===== src/rtl/sha256_pkg.sv =====
`default_nettype none

package sha256_pkg;

	typedef logic [31:0] sha256_word_t;
	typedef logic [5:0]  sha256_round_t;

	// Word 0 sits in the top bits, first word of the message
	typedef sha256_word_t [0:15] sha256_block_t;

	// Field order matches the digest order, a is the top word
	typedef struct packed {
		sha256_word_t a;
		sha256_word_t b;
		sha256_word_t c;
		sha256_word_t d;
		sha256_word_t e;
		sha256_word_t f;
		sha256_word_t g;
		sha256_word_t h;
	} sha256_state_t;

	typedef struct packed {
		logic          load;
		logic          round_en;
		logic          finalize;
		sha256_round_t round;
	} sha256_ctl_t;

	typedef enum logic [1:0] {
		SEQ_IDLE,
		SEQ_ROUNDS,
		SEQ_FINAL
	} seq_state_e;

	////////////////////////////////////////////////////////////
	// Constants from FIPS 180-4
	////////////////////////////////////////////////////////////

	localparam sha256_state_t SHA256_IV = '{
		32'h6a09e667, 32'hbb67ae85, 32'h3c6ef372, 32'ha54ff53a,
		32'h510e527f, 32'h9b05688c, 32'h1f83d9ab, 32'h5be0cd19
	};

	localparam sha256_word_t SHA256_K [0:63] = '{
		32'h428a2f98, 32'h71374491, 32'hb5c0fbcf, 32'he9b5dba5,
		32'h3956c25b, 32'h59f111f1, 32'h923f82a4, 32'hab1c5ed5,
		32'hd807aa98, 32'h12835b01, 32'h243185be, 32'h550c7dc3,
		32'h72be5d74, 32'h80deb1fe, 32'h9bdc06a7, 32'hc19bf174,
		32'he49b69c1, 32'hefbe4786, 32'h0fc19dc6, 32'h240ca1cc,
		32'h2de92c6f, 32'h4a7484aa, 32'h5cb0a9dc, 32'h76f988da,
		32'h983e5152, 32'ha831c66d, 32'hb00327c8, 32'hbf597fc7,
		32'hc6e00bf3, 32'hd5a79147, 32'h06ca6351, 32'h14292967,
		32'h27b70a85, 32'h2e1b2138, 32'h4d2c6dfc, 32'h53380d13,
		32'h650a7354, 32'h766a0abb, 32'h81c2c92e, 32'h92722c85,
		32'ha2bfe8a1, 32'ha81a664b, 32'hc24b8b70, 32'hc76c51a3,
		32'hd192e819, 32'hd6990624, 32'hf40e3585, 32'h106aa070,
		32'h19a4c116, 32'h1e376c08, 32'h2748774c, 32'h34b0bcb5,
		32'h391c0cb3, 32'h4ed8aa4a, 32'h5b9cca4f, 32'h682e6ff3,
		32'h748f82ee, 32'h78a5636f, 32'h84c87814, 32'h8cc70208,
		32'h90befffa, 32'ha4506ceb, 32'hbef9a3f7, 32'hc67178f2
	};

	////////////////////////////////////////////////////////////
	// Word functions
	////////////////////////////////////////////////////////////

	function automatic sha256_word_t rotr(input sha256_word_t x, input int unsigned n);
		return (x >> n) | (x << (32 - n));
	endfunction

	function automatic sha256_word_t big_sigma0(input sha256_word_t x);
		return rotr(x, 2) ^ rotr(x, 13) ^ rotr(x, 22);
	endfunction

	function automatic sha256_word_t big_sigma1(input sha256_word_t x);
		return rotr(x, 6) ^ rotr(x, 11) ^ rotr(x, 25);
	endfunction

	function automatic sha256_word_t small_sigma0(input sha256_word_t x);
		return rotr(x, 7) ^ rotr(x, 18) ^ (x >> 3);
	endfunction

	function automatic sha256_word_t small_sigma1(input sha256_word_t x);
		return rotr(x, 17) ^ rotr(x, 19) ^ (x >> 10);
	endfunction

	// Bitwise select between f and g under e
	function automatic sha256_word_t choose(
		input sha256_word_t x,
		input sha256_word_t y,
		input sha256_word_t z
	);
		return (x & y) ^ (~x & z);
	endfunction

	function automatic sha256_word_t majority(
		input sha256_word_t x,
		input sha256_word_t y,
		input sha256_word_t z
	);
		return (x & y) ^ (x & z) ^ (y & z);
	endfunction

endpackage

`default_nettype wire


===== src/rtl/sha256_control.sv =====
`timescale 1ns/1ps
`default_nettype none

module sha256_control (
	input  logic                   clk,
	input  logic                   rst,
	input  logic                   start,
	output sha256_pkg::sha256_ctl_t ctl,
	output logic                   busy,
	output logic                   digest_valid
);

	import sha256_pkg::*;

	seq_state_e    state_q;
	seq_state_e    state_d;
	sha256_round_t cnt_q;
	logic          valid_q;

	////////////////////////////////////////////////////////////
	// Next state and strobes
	////////////////////////////////////////////////////////////

	always_comb
	begin
		ctl = '0;
		ctl.round = cnt_q;
		state_d = state_q;
		case (state_q)
			SEQ_IDLE:
			begin
				// Load fires on the same edge that samples start
				if (start)
				begin
					ctl.load = 1'b1;
					state_d = SEQ_ROUNDS;
				end
			end
			SEQ_ROUNDS:
			begin
				ctl.round_en = 1'b1;
				if (cnt_q == 6'd63)
				begin
					state_d = SEQ_FINAL;
				end
			end
			SEQ_FINAL:
			begin
				ctl.finalize = 1'b1;
				state_d = SEQ_IDLE;
			end
			default:
			begin
				state_d = SEQ_IDLE;
			end
		endcase
	end

	always_ff @(posedge clk)
	begin
		if (rst)
		begin
			state_q <= SEQ_IDLE;
			cnt_q <= '0;
			valid_q <= 1'b0;
		end
		else
		begin
			state_q <= state_d;
			valid_q <= ctl.finalize;
			// Counter wraps back to 0 after round 63
			if (ctl.load)
			begin
				cnt_q <= '0;
			end
			else if (ctl.round_en)
			begin
				cnt_q <= cnt_q + 6'd1;
			end
		end
	end

	assign busy = (state_q != SEQ_IDLE);
	assign digest_valid = valid_q;

	a_valid_single: assert property (@(posedge clk) disable iff (rst)
		digest_valid |=> !digest_valid);

endmodule

`default_nettype wire


===== src/rtl/sha256_msg_schedule.sv =====
`timescale 1ns/1ps
`default_nettype none

module sha256_msg_schedule (
	input  logic                      clk,
	input  logic                      rst,
	input  sha256_pkg::sha256_ctl_t   ctl,
	input  sha256_pkg::sha256_block_t block,
	output sha256_pkg::sha256_word_t  w
);

	import sha256_pkg::*;

	// win_q[k] holds W[r+k] while round r runs
	sha256_block_t win_q;
	sha256_word_t  w_next;
	sha256_word_t  s0;
	sha256_word_t  s1;

	////////////////////////////////////////////////////////////
	// Expansion
	////////////////////////////////////////////////////////////

	// W[r+16] from W[r+14], W[r+9], W[r+1] and W[r]
	assign s1 = small_sigma1(win_q[14]);
	assign s0 = small_sigma0(win_q[1]);
	assign w_next = s1 + win_q[9] + s0 + win_q[0];

	always_ff @(posedge clk)
	begin
		if (rst)
		begin
			win_q <= '0;
		end
		else if (ctl.load)
		begin
			win_q <= block;
		end
		else if (ctl.round_en)
		begin
			// Drop the oldest word, append the expanded one
			win_q <= {win_q[1:15], w_next};
		end
	end

	// Oldest word feeds the current round
	assign w = win_q[0];

endmodule

`default_nettype wire


===== src/rtl/sha256_round_logic.sv =====
`timescale 1ns/1ps
`default_nettype none

module sha256_round_logic (
	input  sha256_pkg::sha256_state_t state,
	input  sha256_pkg::sha256_word_t  w,
	input  sha256_pkg::sha256_round_t round,
	output sha256_pkg::sha256_word_t  t1,
	output sha256_pkg::sha256_word_t  t2
);

	import sha256_pkg::*;

	sha256_word_t sum1;
	sha256_word_t ch;
	sha256_word_t sum0;
	sha256_word_t maj;
	sha256_word_t k;

	////////////////////////////////////////////////////////////
	// Round function terms
	////////////////////////////////////////////////////////////

	// Constant for this round
	assign k = SHA256_K[round];

	// e side
	assign sum1 = big_sigma1(state.e);
	assign ch = choose(state.e, state.f, state.g);

	// a side
	assign sum0 = big_sigma0(state.a);
	assign maj = majority(state.a, state.b, state.c);

	assign t1 = state.h + sum1 + ch + k + w;
	assign t2 = sum0 + maj;

endmodule

`default_nettype wire


===== src/rtl/sha256_state_regs.sv =====
`timescale 1ns/1ps
`default_nettype none

module sha256_state_regs (
	input  logic                      clk,
	input  logic                      rst,
	input  sha256_pkg::sha256_ctl_t   ctl,
	input  sha256_pkg::sha256_word_t  t1,
	input  sha256_pkg::sha256_word_t  t2,
	output sha256_pkg::sha256_state_t state,
	output sha256_pkg::sha256_state_t digest
);

	import sha256_pkg::*;

	sha256_state_t work_q;
	sha256_state_t digest_q;
	logic          loaded_q;

	////////////////////////////////////////////////////////////
	// Working variables a to h
	////////////////////////////////////////////////////////////

	always_ff @(posedge clk)
	begin
		if (ctl.load)
		begin
			work_q <= SHA256_IV;
		end
		else if (ctl.round_en)
		begin
			work_q.h <= work_q.g;
			work_q.g <= work_q.f;
			work_q.f <= work_q.e;
			work_q.e <= work_q.d + t1;
			work_q.d <= work_q.c;
			work_q.c <= work_q.b;
			work_q.b <= work_q.a;
			work_q.a <= t1 + t2;
		end
	end

	// Feed-forward of the initial values into the digest
	always_ff @(posedge clk)
	begin
		if (ctl.finalize)
		begin
			digest_q.a <= work_q.a + SHA256_IV.a;
			digest_q.b <= work_q.b + SHA256_IV.b;
			digest_q.c <= work_q.c + SHA256_IV.c;
			digest_q.d <= work_q.d + SHA256_IV.d;
			digest_q.e <= work_q.e + SHA256_IV.e;
			digest_q.f <= work_q.f + SHA256_IV.f;
			digest_q.g <= work_q.g + SHA256_IV.g;
			digest_q.h <= work_q.h + SHA256_IV.h;
		end
	end

	// Set once a block has been taken since reset
	always_ff @(posedge clk)
	begin
		if (rst)
		begin
			loaded_q <= 1'b0;
		end
		else if (ctl.load)
		begin
			loaded_q <= 1'b1;
		end
	end

	assign state = work_q;
	assign digest = digest_q;

	a_ctl_exclusive: assert property (@(posedge clk) disable iff (rst)
		$onehot0({ctl.load, ctl.round_en, ctl.finalize}));

	a_round_after_load: assert property (@(posedge clk) disable iff (rst)
		ctl.round_en |-> loaded_q);

endmodule

`default_nettype wire


===== src/rtl/sha256_core.sv =====
`timescale 1ns/1ps
`default_nettype none

module sha256_core (
	input  logic                      clk,
	input  logic                      rst,
	input  logic                      start,
	input  sha256_pkg::sha256_block_t block,
	output logic                      busy,
	output logic                      digest_valid,
	output sha256_pkg::sha256_state_t digest
);

	import sha256_pkg::*;

	sha256_ctl_t   ctl;
	sha256_word_t  w;
	sha256_word_t  t1;
	sha256_word_t  t2;
	sha256_state_t state;

	////////////////////////////////////////////////////////////
	// Sequencer
	////////////////////////////////////////////////////////////

	sha256_control i_control (
		.clk          (clk),
		.rst          (rst),
		.start        (start),
		.ctl          (ctl),
		.busy         (busy),
		.digest_valid (digest_valid)
	);

	////////////////////////////////////////////////////////////
	// Datapath
	////////////////////////////////////////////////////////////

	sha256_msg_schedule i_msg_schedule (
		.clk   (clk),
		.rst   (rst),
		.ctl   (ctl),
		.block (block),
		.w     (w)
	);

	sha256_round_logic i_round_logic (
		.state (state),
		.w     (w),
		.round (ctl.round),
		.t1    (t1),
		.t2    (t2)
	);

	sha256_state_regs i_state_regs (
		.clk    (clk),
		.rst    (rst),
		.ctl    (ctl),
		.t1     (t1),
		.t2     (t2),
		.state  (state),
		.digest (digest)
	);

endmodule

`default_nettype wire


===== config.mk =====
export PLATFORM = sky130hd
export DESIGN_NAME = sha256_core
export DESIGN_NICKNAME = d
export VERILOG_FILES = /design/src/rtl/sha256_pkg.sv /design/src/rtl/sha256_control.sv /design/src/rtl/sha256_msg_schedule.sv /design/src/rtl/sha256_round_logic.sv /design/src/rtl/sha256_state_regs.sv /design/src/rtl/sha256_core.sv
export SDC_FILE = /design/constraint.sdc
export NUM_CORES = 2
export LEC_CHECK = 0
export ABC_AREA = 0
export CELL_PAD_IN_SITES_DETAIL_PLACEMENT = 2
export CELL_PAD_IN_SITES_GLOBAL_PLACEMENT = 2
export CORE_MARGIN = 3
export CORE_UTILIZATION = 42
export CTS_CLUSTER_SIZE = 25
export DETAILED_ROUTE_END_ITERATION = 12
export DONT_BUFFER_PORTS = 1
export PLACE_DENSITY_LB_ADDON = 0.15
export SLEW_MARGIN = 20
export SYNTH_ARGS = -nofsm -noshare
export SYNTH_HDL_FRONTEND = slang
export SYNTH_SLANG_ARGS = --single-unit

===== constraint.sdc =====
create_clock -name clk -period 31.3 [get_ports clk]
set_input_delay 7.825 -clock clk [delete_from_list [all_inputs] [get_ports clk]]
set_output_delay 7.825 -clock clk [all_outputs]
set_load 0.005 [all_outputs]

==> reports/metrics.cfg <==
[sta]
final_period_minus_worst_setup_slack_ns = 11.00
max_slew_margin = -0.558
min_period_over_period = 0.351
drv_slew = 267
hold_viol = 0
fin_skew_ns = 0.0348
setup_viol_count_final = 0
rsz0062_at_grt = false
fmax_mhz = 90.9
tightestPinTransition_ns = 2.34
fin_setup_tns_ns = 0

[drt]
drc_errors = 0
wire_per_inst_um = 31.1
via_per_inst = 6.09
dr.pass1.iters = 5
drt_wl_total_um = 265000
dr.first_iter.drc_count = 4865
ant_nets = 0
vias = 52000

[finish]
final_net_count = 7373
drive_gt1_frac = 0.0509
final_cell_area_mm2 = 0.0637
syn_to_final_growth_pct = 8.60
fill_cells = 15200

[yosys]
synth_nets = 7770
synthArstFlopShare = 0
synth_cell_type_count = 92
synth.cell_area_mm2 = 0.0587
synthTopCellsByArea = dfxtp_1, edfxtp_1, nand2_1
yosysTopAreaCellShare = 0.265
yosys.area.top_type = dfxtp_1
netlist_instances = 6918
yosysSeqAreaShare = 0.396
synth_enable_flop_cells = 256
synthFlopType = dfxtp_1
syn_avg_cell_area_um2 = 8.49
yosys_warnings = 0
ys_seq_elements = 1033

[clocking]
postCtsHoldBufs = 0
tritoncts = done
clk_pin_slew_ns = 0.06
cts_max_path_buffers = 3
h-tree-depth = 3
cts_buffers = 117
cts_root_buf = clkbuf_16
cts-resized-gates = 0
clk_latency_ns = 0.77
clkSinkCount = 1033
post_cts_buffers = 0

[global_routing]
grt_max_degree = 521
grt_pass1_wl_um = 385000
grt_overflow = 0
grt_pass1_vias = 55100
track_usage = 0.355
antenna_found_initial = 77

[place]
gp_congestion = 0.967
hpwl_um = 195000
io_buffer_count = 0
placed_cell_area_mm2 = 0.0595

[die]
core_area_mm2 = 0.138
initial_core_util = 0.425
die_x_um = 380
floorplan.rows = 136
dieArea_mm2 = 0.144
die-height_um = 380
io_pins = 773

[critical_path]
critPathRequiredTime_ns = 31.92
cp-startpoint = start
worst_ep_arrival_time_ns = 11.62
r2r_cells = 35
rrSetupSlack_ns = 20.54
endpoint_kind = register
cp_max_fo = 240
critPathKind = in -> reg
r2r_end = i_state_regs.state[252]
crit_path_start_kind = input port
reg2reg_from = i_control.cnt_q[0]

[flow_run]
max-cap-violations = 0

[outcome]
violations = slew limit
status = finished with violations

[min_path]
holdPathStages = 2
min_from = i_msg_schedule.win_q[251]
min_path_type = reg -> reg
hold-path-endpoint = i_msg_schedule.win_q[251]

[metrics by stage]
step / hold slack, ns / util / cells / worst slack [ns]
2_1_floorplan: 0.437 / - / 6918 / 18.76
3_3_place_gp: 0.444 / 0.431 / 8265 / 19.70
3_5_place_dp: 0.457 / 0.431 / 8265 / 19.53
4_1_cts: 0.467 / 0.460 / 8483 / 20.20
5_1_grt: 0.495 / 0.461 / 8520 / 19.89
6_report: 0.468 / 0.461 / 8541 / 20.30
[how the worst max path moves through the flow]
stage	end	slack, ns	cells after the start
2_1_floorplan	i_state_regs.digest[0]	18.76	1
3_3_place_gp	i_msg_schedule.win_q[126]	19.70	6
3_5_place_dp	i_msg_schedule.win_q[126]	19.53	6
4_1_cts	i_msg_schedule.win_q[233]	20.20	6
5_1_grt	i_state_regs.state[126]	19.89	34
6_report	i_msg_schedule.win_q[233]	20.30	6
[kinds of logic after synthesis]
| group | count (synthesis) | synth area share |
|---|---|---|
| xor gates and xnor gates | 562 | 0.0841 |
| buffers and inverters | 823 | 0.0528 |
| AOI/OAI and AO/OA | 1547 | 0.183 |
| and+or+nand+nor | 2547 | 0.175 |
| muxes | 48 | 0.00974 |
| adders and majority gates | 358 | 0.0993 |
| DFF | 1033 | 0.396 |
[registers in the layout, summed over array words and instances, names as in the netlist]
signal                  count
i_state_regs.state        256
i_state_regs.digest       256
i_msg_schedule.w           32
i_control.cnt_q             6
i_control.digest_valid      1
i_control.state_q           2
i_msg_schedule.win_q      480
[layer usage]
metal | global-route usage | part of all wire | vias up
met5 | 0 | 0.0012 | -
met4 | 0.160 | 0.047 | 42
met3 | 0.0883 | 0.073 | 520
met2 | 0.604 | 0.49 | 1737
met1 | 0.421 | 0.39 | 26600
li1 | - | - | 23100
[cells in the mapped netlist (all sizes together), types with 7 or more instances]
| cell type | instances |
|---|---|
| a21oi | 347 |
| a211o | 10 |
| ha | 150 |
| nor3 | 75 |
| nor4 | 10 |
| a221o | 7 |
| xnor2 | 401 |
| nor2 | 837 |
| nor3b | 11 |
| xor2 | 160 |
| or3 | 16 |
| o21a | 35 |
| mux2 | 23 |
| nor2b | 19 |
| a31oi | 46 |
| dfxtp | 777 |
| nand4 | 12 |
| o311ai | 16 |
| nand2b | 30 |
| and3 | 29 |
| or2 | 8 |
| o211ai | 34 |
| a21boi | 11 |
| a22oi | 31 |
| maj3 | 21 |
| a311oi | 480 |
| o31ai | 31 |
| clkbuf | 543 |
| buf | 49 |
| o21bai | 12 |
| a21o | 66 |
| nand3 | 90 |
| nand3b | 12 |
| nand2 | 1375 |
| edfxtp | 256 |
| inv | 226 |
| o21ai | 312 |
| mux2i | 20 |
| a211oi | 31 |
| fa | 187 |
| o22ai | 9 |
| a2111oi | 13 |
[worst max-delay path: stages]
cell      delay, ns
nand2_4        0.61
buf_4          0.85
buf_12         0.73
buf_6          0.75
nor2_1         0.15
a311oi_1       0.37
[cells in the final DEF, fill, tap and decap left out, types with 16 or more instances in the layout]
master     count
o31ai_1       31
nand2_1     1373
mux2_2        23
fa_1         187
clkbuf_1      21
xnor2_1      401
nand2b_1      29
clkinv_2      16
inv_1        224
dfxtp_1      774
clkbuf_16    121
nor2_1       836
buf_4         66
o211ai_1      33
nand3_1       90
nor3_1        75
nor2b_1       17
edfxtp_1     256
clkbuf_8      22
a21o_1        66
a21oi_1      345
mux2i_1       20
o21a_1        35
xor2_1       160
and3_1        27
clkinv_1      16
o21ai_0      302
a311oi_1     480
a31oi_1       46
or3_1         16
ha_1         150
a211oi_1      31
maj3_1        21
a22oi_1       31
diode_2       58
[layout make-up]
type                            instances  area [µm²]  area share
Multi-Input combinational cell       5062       32400       0.508
Sequential cell                      1033       23200       0.365
Clock buffer                          164        3410      0.0535
Tap cell                             1863        2330      0.0366
Inverter                              231         867      0.0136
Clock inverter                         54         681      0.0107
Timing Repair Buffer                   76         669      0.0105
Antenna cell                           58         145     0.00228
Power is left out: the tool's default activity adds up to more than one toggle a clock period on the data nets, which glitch-free logic cannot reach.
